--- src/design/core_cfg.svh ---
`ifndef CORE_CFG_SVH
`define CORE_CFG_SVH

// Datapath and instruction width
`define CORE_DW 16

// Word address width, also the operand field width
`define CORE_AW 8

// Memory depth in words
`define MEM_WORDS 256

// A retired store to this address ends the test
`define TOHOST_ADDR 8'hFF

`endif
--- src/design/core_trace_pkg.sv ---
`default_nettype none

package core_trace_pkg;

  // End-of-test status raised by the tracer
  typedef enum logic [1:0] {
    EXIT_NONE    = 2'd0,
    EXIT_TOHOST  = 2'd1,
    EXIT_ILLEGAL = 2'd2
  } exit_status_e;

endpackage

`default_nettype wire

--- src/design/core_isa_pkg.sv ---
`default_nettype none

package core_isa_pkg;

  // ----------------------------------------
  // Instruction set
  // ----------------------------------------

  // Opcode lives in insn[15:12], operand in insn[7:0]
  // Code 0 and codes 7..15 are illegal
  typedef enum logic [3:0] {
    OP_LDI  = 4'h1,
    OP_ADDI = 4'h2,
    OP_SUBI = 4'h3,
    OP_LD   = 4'h4,
    OP_ST   = 4'h5,
    OP_BNZ  = 4'h6
  } opcode_e;

  // ----------------------------------------
  // Core control
  // ----------------------------------------

  typedef enum logic [1:0] {
    ST_FETCH = 2'd0,  // read request at the PC
    ST_EXEC  = 2'd1,  // instruction word arrives
    ST_LOAD  = 2'd2,  // load data arrives
    ST_HALT  = 2'd3
  } core_state_e;

endpackage

`default_nettype wire

--- src/design/commit_tracer.sv ---
`default_nettype none

`include "core_cfg.svh"

module commit_tracer
  import core_isa_pkg::*;
  import core_trace_pkg::*;
(
  input  logic                clk_i,
  input  logic                rst_n_i,

  input  logic                retire_valid_i,
  input  logic [`CORE_AW-1:0] retire_pc_i,
  input  logic [`CORE_DW-1:0] retire_insn_i,
  input  logic                retire_st_i,
  input  logic [`CORE_AW-1:0] retire_st_addr_i,
  input  logic [`CORE_DW-1:0] retire_st_data_i,
  input  logic                retire_illegal_i,

  output exit_status_e        exit_status_o,
  output logic [`CORE_DW-1:0] exit_code_o,
  output logic [15:0]         retire_count_o
);

  exit_status_e        status_q;
  logic [`CORE_DW-1:0] code_q;
  logic [15:0]         count_q;
  logic                hit_tohost;
  logic                hit_illegal;

  // Store record must also carry a store opcode
  assign hit_tohost  = retire_valid_i && retire_st_i &&
                       (retire_st_addr_i == `TOHOST_ADDR) &&
                       (retire_insn_i[`CORE_DW-1 -: 4] == OP_ST);
  assign hit_illegal = retire_valid_i && retire_illegal_i;

  // ----------------------------------------
  // Counter and exit latch
  // ----------------------------------------

  always_ff @(posedge clk_i) begin
    if (!rst_n_i) begin
      status_q <= EXIT_NONE;
      code_q   <= '0;
      count_q  <= '0;
    end else if (status_q == EXIT_NONE) begin
      if (retire_valid_i) begin
        count_q <= count_q + 16'd1;
      end
      if (hit_illegal) begin
        status_q <= EXIT_ILLEGAL;
        code_q   <= {{(`CORE_DW - `CORE_AW){1'b0}}, retire_pc_i};
      end else if (hit_tohost) begin
        status_q <= EXIT_TOHOST;
        code_q   <= retire_st_data_i;
      end
    end
  end

  // Frozen once an exit is latched
  assign exit_status_o  = status_q;
  assign exit_code_o    = code_q;
  assign retire_count_o = count_q;

endmodule

`default_nettype wire

--- config.mk ---
export PLATFORM = sky130hd
export DESIGN_NAME = commit_tracer
export DESIGN_NICKNAME = d
export VERILOG_FILES = /design/src/design/core_trace_pkg.sv /design/src/design/core_isa_pkg.sv /design/src/design/commit_tracer.sv
export VERILOG_INCLUDE_DIRS = /design/src /design/src/design
export SDC_FILE = /design/constraint.sdc
export NUM_CORES = 1
export LEC_CHECK = 0
export BUFFER_PORTS_ARGS = -buffer_cell sky130_fd_sc_hd__buf_2
export CAP_MARGIN = 20
export CORE_ASPECT_RATIO = 1.1
export CORE_MARGIN = 1
export CORE_UTILIZATION = 25
export DETAILED_ROUTE_END_ITERATION = 10
export MAX_ROUTING_LAYER = met4
export PLACE_DENSITY = 0.5
export SYNTH_ARGS = -nofsm -noshare
export SYNTH_HDL_FRONTEND = slang
export SYNTH_SLANG_ARGS = --single-unit
--- constraint.sdc ---
create_clock -name clk_i -period 2.5 [get_ports clk_i]
set_input_delay 0.5 -clock clk_i [delete_from_list [all_inputs] [get_ports clk_i]]
set_output_delay 0.5 -clock clk_i [all_outputs]
set_load 0.02 [all_outputs]
# == After elaboration in Yosys (flattened, before gate mapping) ==
# Cells that the tools add are included.
# word_totals
reg_bits,34
inputBits,53
out_inout_bits,34
# op_classes
add_sub_neg,1
eq_ne,2
n_mux,4
n_reduce_logical,8
# op_table
operator,n
$mux W16,2
$add A16 B1 Y16 const B,1
$eq A8 B8 Y1 const B,1
$eq A4 B3 Y1 const B,1
$logic_and A1 B1 Y1,4
$mux W2,2
$reduce_and A2 Y1,2
$logic_not A2 Y1,1
$reduce_bool A2 Y1,1

# == Logic depth before layout (Yosys ltp) ==
# Gate-level depths: netlist (run 1).
# logic_depth
ltp_word,5
mapped_depth,6
depth_no_buf,5

# == Least setup slack after synthesis (run 1) ==
# Ideal clock, no wire load.
# synth_timing
path_kind,input to register
from,input port retire_insn_i[13]
to,register code_q[0] (netlist: exit_code_o[0])
setup_time_ps,59
arrival_time_ps,1912
t_required_ps,2441
path_slack_ps,530
stages,4
n_path_buf,0
path_cell_list,or3b_2 > o41a_1 > nor2_1 > o221a_2
# synth_between
elab_chain_len,4
# synth_rtl
item,line_no,rtl
start: declaration,commit_tracer.sv:14,"input logic [`CORE_DW-1:0] retire_insn_i,"
$eq A4 B3 Y1,commit_tracer.sv:34,(retire_insn_i[`CORE_DW-1 -: 4] == OP_ST);
$logic_and A1 B1 Y1,commit_tracer.sv:32,assign hit_tohost = retire_valid_i && retire_st_i &&
$reduce_bool A2 Y1 (no line),--,
$reduce_and A2 Y1 (no line),--,
end signal: assignment,commit_tracer.sv:52,"code_q <= {{(`CORE_DW - `CORE_AW){1'b0}}, retire_pc_i};"
end signal: assignment,commit_tracer.sv:55,code_q <= retire_st_data_i;
end: declaration,commit_tracer.sv:26,logic [`CORE_DW-1:0] code_q;
# Every way passes these cells.
# A chain may end at the register's enable or synchronous reset.

# == Final worst setup path (run 1) ==
# layout_timing
from,input port retire_valid_i
to,register count_q[14] (netlist: retire_count_o[14])
# layout_between
elab_chain_len,1
# layout_rtl
item,line_no,rtl
start: declaration,commit_tracer.sv:12,"input logic retire_valid_i,"
$reduce_and A2 Y1 (no line),--,
end signal: assignment,commit_tracer.sv:48,count_q <= count_q + 16'd1;
end: declaration,commit_tracer.sv:27,logic [15:0] count_q;
# Every way passes these cells.

==> results.yml, run 1 <==
sta:
  period_share_pct: 75.56
  finalWorstSetupSlack_ns: 0.6110
  max_slew_margin_pct: 65.36
  clock_skew_ns: 0.005192
  min_period_ns: 1.889
  fmax_mhz: 529.4
  drv_slew: 0
  rsz0062_at_grt: "no"
  setup-tns-final_ns: 0
  hold_viol_final: 0
  finalSetupViolCount: 0
  tightest_slew_ns: 0.5191
die:
  core_area_mm2: 0.005842
  rows: 29
  boundaryPins: 87
  fp.dieW_um: 76.72
  die_height_um: 84.19
  die_area_mm2: 0.006459
  start_util_pct: 26.28
yosys:
  synth_ff_type: "dfxtp_1"
  synthArstFlopShare_pct: 0
  syn-num-nets: 236
  synth-edff-count: 0
  ys_ff_latch: 34
  yosysMostFrequentCell: "dfxtp_1"
  synth_common_cells: "dfxtp_1, nand3_1, nand2_1"
  syn_avg_cell_area_um2: 8.435
  synth_area_mm2: 0.001535
  yosysTopAreaCell: "dfxtp_1"
  synth_sequential_area_ratio_pct: 44.34
  synth.area.top_cells: "dfxtp_1, nand3_1, o221a_2"
  ys_warn_count: 0
  synthCells: 182
  netlist.area_leader.share_pct: 44.34
  synth_cell_types: 33
critical_path:
  crit_fanout: 12
  cp-end-kind: "flip-flop"
  critPathKind: "primary input to flip-flop"
  r2r_slack_ns: 0.69
  rr_worst_depth: 4
  start_kind: "primary input"
  cp-endpoint: "retire_count_o[14]"
  cp.required_ns: 2.71
  arrival_ns: 2.10
  crit_start: "retire_valid_i"
  r2r_start: "exit_status_o[0]"
  r2r_end: "retire_count_o[14]"
pwr:
  sw_frac_of_total_pct: 24.45
  seqPwrFrac_pct: 47.7
  power_density_mw_per_mm2: 559.9
  leakage_uw: 0.0009381
  pwr-share-clk_pct: 40.1
  p_sw_uw: 290.3
  ir_worst_vdd_uv: 233.5
  finalPower_uw: 1187
  internal_power_uw: 897.0
  combPwrFrac_pct: 12.2
detailed_routing:
  drt-pass1-iter-count: 4
  via_per_inst: 4.718
  vias: 1590
  ant_nets: 0
  wl_per_cell_um: 12.66
  totalWireLength_mm: 4.265
  drtIter0Drc: 72
  drc: 0
layout:
  final_util_pct: 36.30
  nets: 313
  stdcell_count: 337
  n_antenna_cell: 0
  drive_above_1_share_pct: 38.85
  area_delta_synth_final_pct: 38.14
placed_design:
  placed_cells: 329
  pre_cts_slack_ns: 0.3030
  dp.final_hpwl_mm: 3.097
  routabilityCongestion: 0.7450
  numPortBuffers: 74
global_routing:
  grt_max_degree: 16
  grt_pass1_wl_mm: 6.900
  antenna_found_initial: 0
  grt_pass1_vias: 1432
  grt_use_total_pct: 13.87
  gr-total-overflow: 0
run_status:
  status: "complete, no violations"
cts:
  clockRootBuffer: "clkbuf_8"
  hold_buffers: 0
  clkLatencyLatePin_ns: 0.28
  post_cts_buffers: 0
  ctsResizeCount: 0
  cts_buffers: 5
  h-tree-depth: 2
  clkTransAtPathRegs_ns: 0.07
  cts_sinks: 34
  cts.path.max_buffers: 2
  cts_tree: "done"
job:
  maxCapViolations: 0
min_path:
  hold_path.class: "primary input to flip-flop"
[area by class of cell]
type | instances | area [um^2]
Sequential cell | 34 | 680.7
Multi-Input combinational cell | 135 | 803.3
Fill cell | 633 | 3721
Inverter | 2 | 7.507
Timing Repair Buffer | 81 | 422.9
Tap cell | 77 | 96.34
Clock buffer | 8 | 110.1
[state kept, by name (all words and copies together) (netlist names)]
| name | count |
|---|---|
| retire_count_o | 16 |
| exit_status_o | 2 |
| exit_code_o | 16 |
[worst min-delay path by stage]
stage	from	slack (ns)	endpoint	cells after the start
2_1_floorplan	exit_code_o[10]	0.55	exit_code_o[10]	2
3_3_place_gp	exit_code_o[14]	0.45	exit_code_o[14]	2
3_5_place_dp	exit_code_o[14]	0.47	exit_code_o[14]	2
4_1_cts	retire_st_data_i[15]	0.46	exit_code_o[15]	3
5_1_grt	retire_st_data_i[11]	0.47	exit_code_o[11]	3
6_report	retire_st_data_i[9]	0.47	exit_code_o[9]	3
[logic make-up after synthesis]
kind of cell / synth area share [%]
flops: 44.34
simple gates: 29.42
buf+inv: 3.342
fa+ha+maj: 0.8149
compound gates: 16.95
xor+xnor: 5.134
[power groups by stage]
stage	Clock, uW	Combinational, uW	Sequential, uW
finish	477	145	566
global route	519	161	568
CTS	495	146	566
detailed placement	0	146	578
global placement	0	146	578
floorplan	0	62.7	593
[layer usage]
layer  wire length (um)  GRT usage (%)  share of wire [%]  vias to the layer above
met4                 21          4.720               0.49                        0
met3                240          4.565                5.6                        2
met2               1982          20.62                 46                       40
li1                   -              -                  -                      822
met5                  0              -                  0                        -
met1               2021          17.51                 47                      726
[metrics by stage]
step / hold WS (ns) / cell area (um^2)
5_1_grt: 0.4697 / 2121
2_1_floorplan: 0.5495 / 1535
6_report: 0.4661 / 2121
4_1_cts: 0.4584 / 2121
3_3_place_gp: 0.4544 / 2011
3_5_place_dp: 0.4654 / 2011
[critical path, cell delays in order]
cell and delay [ns]:
buf_2 0.20, or3b_4 0.41, or2_1 0.32, or4_1 0.52, a21oi_1 0.15
[layout by cell type (no fill, tap or decap), drive strengths merged, types with 2 or more instances in the layout]
cell type,synthesis,layout
a21oi,15,15
and4,3,3
buf,3,81
clkbuf,8,8
dfxtp,34,34
inv,2,2
nand2,18,18
nand3,30,30
nand4,5,5
nor2,13,13
nor3b,2,2
nor4,3,3
o21ai,12,12
o221a,8,8
or3,4,4
or3b,2,2
xnor2,4,4
xor2,5,5
Note: power is estimated with default switching activity, not from simulation.
==> inputs of run 2 (changes only) <==
==> constraint.sdc (replaced) <==
create_clock -name clk_i -period 1.8 [get_ports clk_i]
set_input_delay 0.36 -clock clk_i [delete_from_list [all_inputs] [get_ports clk_i]]
set_output_delay 0.36 -clock clk_i [all_outputs]
set_load 0.02 [all_outputs]
==> run 2 against run 1 <==
  * Highest routed layer unchanged
  * Hold slack lost 0.14 ns
  * Critical endpoint unchanged
  * Setup slack got worse by 0.51 ns
  * First-iteration DRC count shrank 8.3%
  * Sequential power grew 39%
  * Final area up 4.7%
==> results.yml, run 2 (synthesis results as in run 1) <==
global_routing:
  met3_usage_pct: 4.022
  use_met1_pct: 17.65
  grt_max_degree: 13
  gr-total-overflow: 0
  grt_pass1_vias: 1385
  grt_busiest_layer: "met2"
  antenna_found_initial: 0
  met2_usage_pct: 19.48
  grt_use_total_pct: 13.39
  grt_pass1_wl_mm: 6.624
critical_path:
  r2r_end: "retire_count_o[14]"
  cpMaxStageDelayCell: "or4_1"
  crit_fanout: 5
  r2r_slack_ns: 0.10
  r2r_start: "exit_status_o[1]"
  crit_cells: 4
  cp_slowest_stage_delay_ns: 0.50
  crit_start: "exit_status_o[1]"
  start_kind: "flip-flop"
  cp-end-kind: "flip-flop"
  crit_family: "simple AND/OR/NAND/NOR gates"
  rr_worst_depth: 4
  path_cells: "or3b_4 -> or2_1 -> or4_1 -> a21oi_1"
  cp-endpoint: "retire_count_o[14]"
  critPathKind: "flip-flop to flip-flop"
  cp.required_ns: 2.02
  worst-path-buf-inv: 0
  arrival_ns: 1.91
detailed_routing:
  drt-pass1-iter-count: 4
  ant_nets: 0
  drc: 0
  vias: 1629
  wl_per_cell_um: 12.01
  via_per_inst: 4.681
  drtIter0Drc: 66
  totalWireLength_mm: 4.181
sta:
  drv_slew: 0
  clock_skew_ns: 0.01002
  max_slew_margin_pct: 78.23
  setup-tns-final_ns: 0
  rsz0062_at_grt: "no"
  hold_viol_final: 0
  tightest_slew_ns: 0.3236
  min_period_ns: 1.698
  finalSetupViolCount: 0
  period_share_pct: 94.34
  finalWorstSetupSlack_ns: 0.1019
  fmax_mhz: 588.9
placed_design:
  pre_cts_slack_ns: -0.08685
  routabilityCongestion: 0.7416
  numPortBuffers: 74
  place_area_mm2: 0.002107
  dp.final_hpwl_mm: 3.149
pwr:
  power_density_mw_per_mm2: 769.9
  leakage_uw: 0.0009996
  finalPower_uw: 1709
  ir_worst_vdd_uv: 282.2
cts:
  cts_sinks: 34
  cts_buffers: 5
  h-tree-depth: 2
  cts_tree: "done"
  clkTransAtPathRegs_ns: 0.07
  clkLatencyLatePin_ns: 0.28
  clockRootBuffer: "clkbuf_8"
  cts.path.max_buffers: 2
  ctsResizeCount: 0
  post_cts_buffers: 0
  hold_buffers: 0
die:
  start_util_pct: 26.28
  boundaryPins: 87
  core_area_mm2: 0.005842
  die_height_um: 84.19
  die_area_mm2: 0.006459
  fp.dieW_um: 76.72
  rows: 29
job:
  maxCapViolations: 0
layout:
  nets: 325
  multi_input_area_um2: 805.8
  n_antenna_cell: 0
  final_util_pct: 38.00
  regArea_um2: 684.4
  design_area_mm2: 0.002220
  area_delta_synth_final_pct: 44.58
  drive_above_1_share_pct: 42.80
  final_cell_mix: "buf_2, dfxtp_1, nand3_1, buf_4, nand2_1"
  num-fill-cells: 656
  final_common_cell: "buf_2"
min_path:
  hold_path.class: "primary input to flip-flop"
run_status:
  status: "complete, no violations"
run 2: cell count changes in the layout (fill, tap and decap cells not counted):
cell	delta
dfxtp_1	-3
dfxtp_2	+3
buf_4	+12
clkbuf_8	-2
nor2_2	+1
nor2_1	-1
bufinv_16	+1
run 2: how the worst min path moves through the flow:
stage / end / start / slack (ns) / cells after the start
6_report: exit_code_o[10] / retire_st_data_i[10] / 0.33 / 3
2_1_floorplan: exit_code_o[10] / retire_st_data_i[10] / 0.51 / 2
3_3_place_gp: exit_code_o[10] / exit_code_o[10] / 0.46 / 2
5_1_grt: exit_code_o[14] / retire_st_data_i[14] / 0.31 / 3
4_1_cts: exit_code_o[10] / retire_st_data_i[10] / 0.32 / 3
3_5_place_dp: exit_code_o[8] / exit_code_o[8] / 0.46 / 2
run 2: worst register-to-register path, stage by stage, from the launching register on:
cell     delay (ns)
dfxtp_2        0.35
or3b_4         0.39
or2_1          0.25
or4_1          0.50
a21oi_1        0.15
run 2: layout make-up:
class	instances	share of cell area [%]
clock buffers	6	3.720
clock inverters	1	1.353
inverters	2	0.3382
multi-input cells	135	36.30
flip-flops and latches	34	30.83
well taps	77	4.340
repair buffers	93	23.11
run 2: power by group:
group          internal [uW]  total, uW  switching [uW]
sequential               772        785            13.3
combinational           99.7        215             116
clock                    443        708             265
run 2: through the flow:
step,instances,hold WS (ns)
detailed placement,341,0.4639
global route,348,0.3141
global placement,341,0.4556
CTS,348,0.3156
finish,348,0.3291
floorplan,182,0.5119
run 2: metal layers:
layer	vias to the layer above	share of wire [%]
li1	839	-
met1	732	49
met2	53	44
met3	5	5.4
met4	0	0.93
met5	-	0
