$ cat src/design/core_cfg.svh
`ifndef CORE_CFG_SVH
`define CORE_CFG_SVH

// Datapath and instruction width
`define CORE_DW 16

// Word address width, also the operand field width
`define CORE_AW 8

// Memory depth in words
`define MEM_WORDS 256

// A retired store to this address ends the test
`define TOHOST_ADDR 8'hFF

`endif
$ cat src/design/core_trace_pkg.sv
`default_nettype none

package core_trace_pkg;

  // End-of-test status raised by the tracer
  typedef enum logic [1:0] {
    EXIT_NONE    = 2'd0,
    EXIT_TOHOST  = 2'd1,
    EXIT_ILLEGAL = 2'd2
  } exit_status_e;

endpackage

`default_nettype wire

$ cat src/design/core_isa_pkg.sv
`default_nettype none

package core_isa_pkg;

  // ----------------------------------------
  // Instruction set
  // ----------------------------------------

  // Opcode lives in insn[15:12], operand in insn[7:0]
  // Code 0 and codes 7..15 are illegal
  typedef enum logic [3:0] {
    OP_LDI  = 4'h1,
    OP_ADDI = 4'h2,
    OP_SUBI = 4'h3,
    OP_LD   = 4'h4,
    OP_ST   = 4'h5,
    OP_BNZ  = 4'h6
  } opcode_e;

  // ----------------------------------------
  // Core control
  // ----------------------------------------

  typedef enum logic [1:0] {
    ST_FETCH = 2'd0,  // read request at the PC
    ST_EXEC  = 2'd1,  // instruction word arrives
    ST_LOAD  = 2'd2,  // load data arrives
    ST_HALT  = 2'd3
  } core_state_e;

endpackage

`default_nettype wire

$ cat src/design/acc_core.sv
`default_nettype none

`include "core_cfg.svh"

module acc_core
  import core_isa_pkg::*;
  import core_trace_pkg::*;
(
  input  logic                clk_i,
  input  logic                rst_n_i,
  input  logic [`CORE_AW-1:0] boot_addr_i,
  input  logic [`CORE_DW-1:0] mem_rdata_i,
  input  exit_status_e        halt_i,

  output logic                mem_req_o,
  output logic                mem_we_o,
  output logic [`CORE_AW-1:0] mem_addr_o,
  output logic [`CORE_DW-1:0] mem_wdata_o,

  output logic                retire_valid_o,
  output logic [`CORE_AW-1:0] retire_pc_o,
  output logic [`CORE_DW-1:0] retire_insn_o,
  output logic                retire_st_o,
  output logic [`CORE_AW-1:0] retire_st_addr_o,
  output logic [`CORE_DW-1:0] retire_st_data_o,
  output logic                retire_illegal_o
);

  core_state_e         state_q;
  logic [`CORE_AW-1:0] pc_q;
  logic [`CORE_DW-1:0] acc_q;
  logic [`CORE_DW-1:0] insn_q;

  logic [`CORE_DW-1:0] cur_insn;
  opcode_e             op;
  logic                op_legal;
  logic [`CORE_AW-1:0] operand;
  logic [`CORE_DW-1:0] operand_ext;
  logic [`CORE_AW-1:0] pc_inc;

  // ----------------------------------------
  // Decode
  // ----------------------------------------

  // In LOAD the memory returns data, so decode from the held word
  assign cur_insn    = (state_q == ST_LOAD) ? insn_q : mem_rdata_i;
  assign op          = opcode_e'(cur_insn[`CORE_DW-1 -: 4]);
  assign operand     = cur_insn[`CORE_AW-1:0];
  assign operand_ext = {{(`CORE_DW - `CORE_AW){1'b0}}, operand};
  assign pc_inc      = pc_q + 1'b1;

  always_comb begin
    case (op)
      OP_LDI, OP_ADDI, OP_SUBI, OP_LD, OP_ST, OP_BNZ: op_legal = 1'b1;
      default:                                        op_legal = 1'b0;
    endcase
  end

  // ----------------------------------------
  // Memory port
  // ----------------------------------------

  // No fetch in reset, and fetch stops as soon as the tracer reports an exit
  assign mem_req_o   = (rst_n_i && (state_q == ST_FETCH) && (halt_i == EXIT_NONE)) ||
                       ((state_q == ST_EXEC) && ((op == OP_LD) || (op == OP_ST)));
  assign mem_we_o    = (state_q == ST_EXEC) && (op == OP_ST);
  assign mem_addr_o  = (state_q == ST_EXEC) ? operand : pc_q;
  assign mem_wdata_o = acc_q;

  // ----------------------------------------
  // Retirement port
  // ----------------------------------------

  // Loads retire in LOAD, everything else in EXEC
  assign retire_valid_o   = ((state_q == ST_EXEC) && (op != OP_LD)) ||
                            (state_q == ST_LOAD);
  assign retire_pc_o      = pc_q;
  assign retire_insn_o    = cur_insn;
  assign retire_st_o      = (state_q == ST_EXEC) && (op == OP_ST);
  assign retire_st_addr_o = operand;
  assign retire_st_data_o = acc_q;
  assign retire_illegal_o = (state_q == ST_EXEC) && !op_legal;

  // Held for the retire record of a load
  always_ff @(posedge clk_i) begin
    if (state_q == ST_EXEC) begin
      insn_q <= mem_rdata_i;
    end
  end

  // ----------------------------------------
  // Control FSM, PC and accumulator
  // ----------------------------------------

  always_ff @(posedge clk_i) begin
    if (!rst_n_i) begin
      state_q <= ST_FETCH;
      pc_q    <= boot_addr_i;
      acc_q   <= '0;
    end else begin
      case (state_q)
        ST_FETCH: begin
          state_q <= (halt_i != EXIT_NONE) ? ST_HALT : ST_EXEC;
        end
        ST_EXEC: begin
          state_q <= ST_FETCH;
          case (op)
            OP_LDI: begin
              acc_q <= operand_ext;
              pc_q  <= pc_inc;
            end
            OP_ADDI: begin
              acc_q <= acc_q + operand_ext;
              pc_q  <= pc_inc;
            end
            OP_SUBI: begin
              acc_q <= acc_q - operand_ext;
              pc_q  <= pc_inc;
            end
            OP_LD: begin
              state_q <= ST_LOAD;
            end
            OP_ST: begin
              pc_q <= pc_inc;
            end
            OP_BNZ: begin
              pc_q <= (acc_q != '0) ? operand : pc_inc;
            end
            default: begin
              // Illegal opcode keeps its PC for the exit code
              pc_q <= pc_q;
            end
          endcase
        end
        ST_LOAD: begin
          acc_q   <= mem_rdata_i;
          pc_q    <= pc_inc;
          state_q <= ST_FETCH;
        end
        ST_HALT: begin
          state_q <= ST_HALT;
        end
        default: begin
          state_q <= ST_HALT;
        end
      endcase
    end
  end

endmodule

`default_nettype wire

$ cat config.mk
export PLATFORM = sky130hd
export DESIGN_NAME = acc_core
export DESIGN_NICKNAME = d
export VERILOG_FILES = /design/src/design/core_trace_pkg.sv /design/src/design/core_isa_pkg.sv /design/src/design/acc_core.sv
export VERILOG_INCLUDE_DIRS = /design/src /design/src/design
export SDC_FILE = /design/constraint.sdc
export NUM_CORES = 1
export LEC_CHECK = 0
export BUFFER_PORTS_ARGS = -buffer_cell sky130_fd_sc_hd__buf_2
export CORE_MARGIN = 3
export CORE_UTILIZATION = 53
export CTS_CLUSTER_DIAMETER = 100
export CTS_CLUSTER_SIZE = 14
export DETAILED_ROUTE_END_ITERATION = 10
export PLACE_DENSITY = 0.81
export SYNTH_ARGS = -nofsm -noshare
export SYNTH_HDL_FRONTEND = slang
export SYNTH_SLANG_ARGS = --single-unit
$ cat constraint.sdc
create_clock -name clk_i -period 4.65 [get_ports clk_i]
set_input_delay 0.6975 -clock clk_i [delete_from_list [all_inputs] [get_ports clk_i]]
set_output_delay 0.6975 -clock clk_i [all_outputs]
set_load 0.05 [all_outputs]
# [After elaboration in Yosys (flattened, before gate mapping)]
# Cells that the tools add are included.
[totals] register_bits=42 input_bits=28 out_inout_bits=77 word_cells=51
[classes] add_sub_neg=3 n_eq_ne=13 muxes=12 reduce_logical=19
[op_table] cell="case mux 16 bit (3 select lines)" count=1
[op_table] cell="case mux 16 bit (2 select lines)" count=1
[op_table] cell="case mux 8 bit (2 select lines)" count=2
[op_table] cell="two-way mux 8 bit" count=3
[op_table] cell="adder 16 x 8 -> 16 bit" count=1
[op_table] cell="two-way mux 16 bit" count=1
[op_table] cell="nonzero test 16 bit" count=1
[op_table] cell="subtractor 16 x 8 -> 16 bit" count=1
[op_table] cell="equality test 4 x 3 -> 1 bit (second input constant)" count=3
[op_table] cell="adder 8 x 1 -> 8 bit (second input constant)" count=1
[op_table] cell="equality test 4 x 2 -> 1 bit (second input constant)" count=2
[op_table] cell="!= test 4 x 3 -> 1 bit (second input constant)" count=2
[op_table] cell="case mux 2 bit (4 select lines)" count=1
[op_table] cell="logical AND 1 bit" count=6
[op_table] cell="OR reduction 6 bit" count=1
[op_table] cell="equality test 2 bit (second input constant)" count=2
[op_table] cell="equality test 4 x 1 -> 1 bit (second input constant)" count=1
[op_table] cell="logical NOT 2 bit" count=2
[op_table] cell="two-way mux 2 bit" count=2
[op_table] cell="!= test 4 x 1 -> 1 bit (second input constant)" count=1
[op_table] cell="AND reduction 2 bit" count=2
[op_table] cell="nonzero test 2 bit" count=2
[op_table] cell="OR reduction 4 bit" count=1
[op_table] cell="logical OR 1 bit" count=3
[op_table] cell="4 further kinds" count=4

# [Depth between registers and ports, before layout]
[depth] word_depth=7 depth_mapped=18 ltp_nobuf=16

# [Worst setup path before layout]
# OpenSTA, ideal clock, no wires.
[synth_timing] path_type="register to register" startpoint="reg state_q[0]" endpoint="reg acc_q[14], in the netlist mem_wdata_o[14]" setup_ps=126 t_arrival_ps=3577 required_time_ps=4524 setup_slack_ps=947 stages_incl_launch_ff=18 n_path_buf=3 period_less_slack_ps=3703 cell_sequence="dfxtp_1 -> inv_1 -> ha_1 -> buf_4 -> buf_4 -> buf_2 -> mux2i_1 -> inv_1 -> nor3_1 -> ha_1 -> a21oi_1 -> ha_1 -> a21oi_1 -> o211ai_1 -> a221oi_1 -> o41a_1 -> mux2i_1 -> a31oi_1"
[synth_via] elab_chain_cells=5 word_cells_on_any_way=13 classes_between="2 x add/sub; 6 x eq/ne; 3 x mux; 2 x reduce/logical"
[synth_rtl] item="start, declared" line="acc_core.sv:29" text="core_state_e state_q;"
[synth_rtl] item="start signal, assigned" line="acc_core.sv:103" text="state_q <= (halt_i != EXIT_NONE) ? ST_HALT : ST_EXEC;"
[synth_rtl] item="equality test 2 bit (*)" line="acc_core.sv:46" text="assign cur_insn = (state_q == ST_LOAD) ? insn_q : mem_rdata_i;"
[synth_rtl] item="two-way mux 16 bit (*)" line="acc_core.sv:46"
[synth_rtl] item="via retire_insn_o[6]" line="acc_core.sv:22" text="output logic [`CORE_DW-1:0] retire_insn_o,"
[synth_rtl] item="subtractor 16 x 8 -> 16 bit / adder 16 x 8 -> 16 bit (equally long branches)" line="acc_core.sv:117, acc_core.sv:113"
[synth_rtl] item="case mux 16 bit (3 select lines) (*)" line="acc_core.sv:107" text="case (op)"
[synth_rtl] item="case mux 16 bit (2 select lines) (*)" line="acc_core.sv:101" text="case (state_q)"
[synth_rtl] item="end signal, assigned" line="acc_core.sv:109" text="acc_q <= operand_ext;"
[synth_rtl] item="end signal, assigned" line="acc_core.sv:113" text="acc_q <= acc_q + operand_ext;"
[synth_rtl] item="end signal, assigned" line="acc_core.sv:117" text="acc_q <= acc_q - operand_ext;"
[synth_rtl] item="end, declared" line="acc_core.sv:31" text="logic [`CORE_DW-1:0] acc_q;"
# Mark *: on every way through the listed nets, which the timed path passes. The rest lies on a longest branch.
# A chain may end at the register's enable or synchronous reset.

# [Worst setup path after layout]
[layout_timing] startpoint="reg state_q[0]" endpoint="reg acc_q[14], in the netlist mem_wdata_o[14]"
[layout_via] elab_chain_cells=5 word_cells_on_any_way=13 classes_between="2 x add/sub; 6 x eq/ne; 3 x mux; 2 x reduce/logical"
[layout_rtl] item="equality test 2 bit" line="acc_core.sv:46, acc_core.sv:101"
[layout_rtl] item="two-way mux 16 bit" line="acc_core.sv:46"
[layout_rtl] item="subtractor 16 x 8 -> 16 bit, or another cell as far along" line="acc_core.sv:117"
[layout_rtl] item="case mux 16 bit (3 select lines) / != test 4 x 1 -> 1 bit (equally long branches)"
[layout_rtl] item="case mux 16 bit (2 select lines) / AND reduction 2 bit (equally long branches)"
# Several ways; a longest one is shown, not always the timed one.

==> results.py <==
metrics = {
    "run_status": {
        "status": "completed",
    },
    "sta": {
        "min_period_ns": 4.117,
        "rsz0062_at_grt": "false",
        "drv_slew": 0,
        "relSlewSlack_pct": 24.94,
        "fmax_ghz": 0.2429,
        "finalClockSkew_ns": 0.01157,
        "setup-violations-final": 0,
        "min_period_over_period_pct": 88.54,
        "tns_ns": 0,
        "hold_violations": 0,
        "worst_pin_slew_ns": 1.126,
    },
    "clocking": {
        "htreeDepth": 2,
        "cts_root_buffer": "clkbuf_8",
        "cts_tree": "yes",
        "cts_buffers": 5,
        "cts-hold-fix-buffers": 0,
        "cts.sinks": 42,
        "cts_max_path_buffers": 2,
        "cts.clk_slew.worst_paths_ns": 0.09,
        "clock_latency_ns": 0.30,
    },
    "min_path": {
        "min_path_cells": 1,
        "hold_path_end": "insn_q[8]",
        "hp-start": "mem_rdata_i[8]",
        "hp-class": "input port to flop",
    },
    "detailed_routing": {
        "remaining_drc_errors": 0,
        "firstDrtPassIters": 6,
        "drtAntennaViolNets": 0,
        "drt_iter0_markers": 228,
        "wl_per_cell_um": 17.55,
        "viasPerCell": 6.009,
        "num_vias": 3419,
        "drt-total-wl_mm": 9.986,
    },
    "floorplanning": {
        "initial_utilization_pct": 55.02,
        "row_count": 29,
        "coreArea_um2": 6386,
        "die_w_um": 87.42,
        "dieArea_um2": 7642,
        "die_h_um": 87.42,
        "io_pins": 105,
    },
    "global_routing": {
        "antenna_found_initial": 0,
        "globalRouteTotalUtil_pct": 26.06,
        "grt_pass1_vias": 3254,
        "grt_max_degree": 35,
        "grt_first_pass_wirelength_mm": 15.73,
        "grt_remaining_overflow": 0,
    },
    "synthesis": {
        "synth_edf_count": 24,
        "ys_seq_area_share_pct": 30.77,
        "synth.avg_cell_area_um2": 8.385,
        "yosys_warnings": 0,
        "synth_fp_nets": 471,
        "ys_seq_elements": 42,
        "netlist_area_um2": 3513,
        "syn_inst": 419,
        "async_reset_ff_share_pct": 0,
        "ys_types": 52,
        "yosys_most_used_dff": "edfxtp_1",
    },
    "finish": {
        "syn_to_final_growth_pct": 14.14,
        "ff_latch_area_um2": 1081,
        "fillers": 581,
        "diodes": 0,
        "drive_above_1_share_pct": 26.63,
        "final_util_pct": 62.79,
        "fin_nets": 543,
        "multiInputGateArea_um2": 2082,
    },
    "critical_path": {
        "worstSetupStartpoint": "state_q[0]",
        "arrival_ns": 4.26,
        "slowest_delay_ns": 0.47,
        "crit_chain": "inv_1 > ha_2 > buf_4 > or3_1 > a211o_1 > nor2_1 > a21oi_1 > fa_1 > a21o_1 > a311o_1 > nand2_1 > o41a_1 > mux2i_1 > a31oi_1",
        "critical_path.endpoint_type": "flop",
        "r2r-end": "mem_wdata_o[14]",
        "cp_top_family": "compound AO/OA/AOI/OAI gates",
        "critPathSlowestCell": "a211o_1",
        "r2r_slack_ns": 0.53,
        "rr_startpoint": "state_q[0]",
        "path_class": "flop to flop",
        "cp-start-kind": "flop",
        "path_max_fanout": 18,
        "rr_worst_depth": 14,
        "cp.required_ns": 4.79,
        "critPathBufInv": 2,
    },
    "run": {
        "max_cap_violations": 0,
    },
    "placement": {
        "portBuffers": 104,
        "place_congestion": 0.9663,
        "hpwl_mm": 7.400,
    },
    "power": {
        "ir_drop_mv": 0.5666,
        "power_mw": 3.024,
        "p_per_area_nw_per_um2": 754.0,
        "p_leak_nw": 1.881,
    },
}
-- synth_stat cells, drive strengths merged (12+ instances only) --
| library cell | n | area, µm² |
|---|---|---|
| nand3 | 18 | 95.09 |
| nand2 | 37 | 138.9 |
| xnor2 | 12 | 112.6 |
| ha | 23 | 287.8 |
| edfxtp | 24 | 720.7 |
| inv | 20 | 75.07 |
| nor2 | 35 | 131.4 |
| buf | 31 | 225.2 |
| o21ai | 34 | 170.2 |
| dfxtp | 18 | 360.4 |
| clkbuf | 14 | 52.55 |
| a21oi | 32 | 160.2 |
| mux2i | 23 | 230.2 |
-- sequential cells by signal (all words and copies together) (netlist names) --
name,cells
state_q,2
insn_q,16
mem_wdata_o,16
retire_pc_o,8
-- layout by cell type, fill, tap and decap left out, types with 2 or more instances in the layout --
| master | n |
|---|---|
| o31ai_1 | 3 |
| nor2_1 | 35 |
| buf_2 | 104 |
| mux2i_1 | 23 |
| nand2_1 | 37 |
| nand3_1 | 17 |
| a21o_1 | 4 |
| or3_1 | 3 |
| a211o_1 | 2 |
| nor3_1 | 7 |
| and2_1 | 2 |
| o21ai_0 | 34 |
| nand4_1 | 4 |
| ha_1 | 22 |
| xnor2_1 | 11 |
| a32oi_1 | 2 |
| o21a_1 | 2 |
| clkbuf_8 | 5 |
| a22oi_1 | 3 |
| nor2b_1 | 3 |
| a21oi_1 | 32 |
| and3_1 | 8 |
| buf_4 | 6 |
| edfxtp_1 | 24 |
| a31oi_1 | 9 |
| a311oi_1 | 2 |
| dfxtp_1 | 18 |
| xor2_1 | 4 |
| nor3b_1 | 3 |
| mux2_2 | 9 |
| o211ai_1 | 5 |
| inv_1 | 20 |
| nor4_1 | 4 |
| nand2b_1 | 3 |
-- timing repair --
item / CTS / global route
gates resized for setup: 0 / 1
setup buffers: 0 / 0
setup endpoints to repair: 0 / 1
-- through the flow --
step | instance area (µm²) | cells | hold slack (ns) | worst slack [ns]
final | 4010 | 569 | 0.5924 | 0.5328
after floorplan | 3513 | 419 | 0.6030 | 0.9472
after CTS | 4008 | 569 | 0.5920 | 0.3174
after global routing | 4010 | 569 | 0.6033 | 0.2242
after global placement | 3897 | 561 | 0.5540 | 0.5080
after detailed placement | 3897 | 561 | 0.5796 | 0.4470
-- report_power, final --
| part | switching [mW] | leakage, nW | internal (mW) | total [mW] |
|---|---|---|---|---|
| Clock | 0.143 | 0.0514 | 0.161 | 0.304 |
| Sequential | 0.131 | 0.379 | 0.524 | 0.655 |
| Combinational | 1.51 | 1.45 | 0.552 | 2.06 |
| Total | 1.79 | 1.88 | 1.24 | 3.02 |
-- worst max-delay path by stage --
stage / slack [ns] / end / cells past startpoint
after detailed placement: 0.45 / mem_wdata_o[14] / 16
after global routing: 0.22 / mem_wdata_o[14] / 16
final: 0.53 / mem_wdata_o[14] / 14
after CTS: 0.32 / mem_wdata_o[14] / 16
after global placement: 0.51 / mem_wdata_o[14] / 16
after floorplan: 0.95 / mem_wdata_o[14] / 17
-- layer usage --
metal	wire (µm)	global-route usage, %	share of wire, %
met5	0	0	0
met4	152	10.18	1.5
met3	751	4.163	7.5
met2	4750	41.92	48
met1	4332	34.92	43
-- logic make-up after synthesis --
| logic type | Yosys count | share of synthesized area (%) |
|---|---|---|
| AOI/OAI and AO/OA | 109 | 18.91 |
| xor gates and xnor gates | 16 | 4.202 |
| adders and majority gates | 24 | 8.761 |
| buffers and inverters | 65 | 10.04 |
| DFF | 42 | 30.77 |
| muxes | 32 | 9.437 |
| and+or+nand+nor | 131 | 17.88 |
-- area by class of cell --
type	count	share of cell area, %
well taps	77	2.402
inverters	20	1.872
repair buffers	110	14.10
clock inverters	2	0.9360
clock buffers	6	1.810
flip-flops and latches	42	26.96
multi-input cells	312	51.92
No activity file was read; power rests on OpenSTA's default activity.
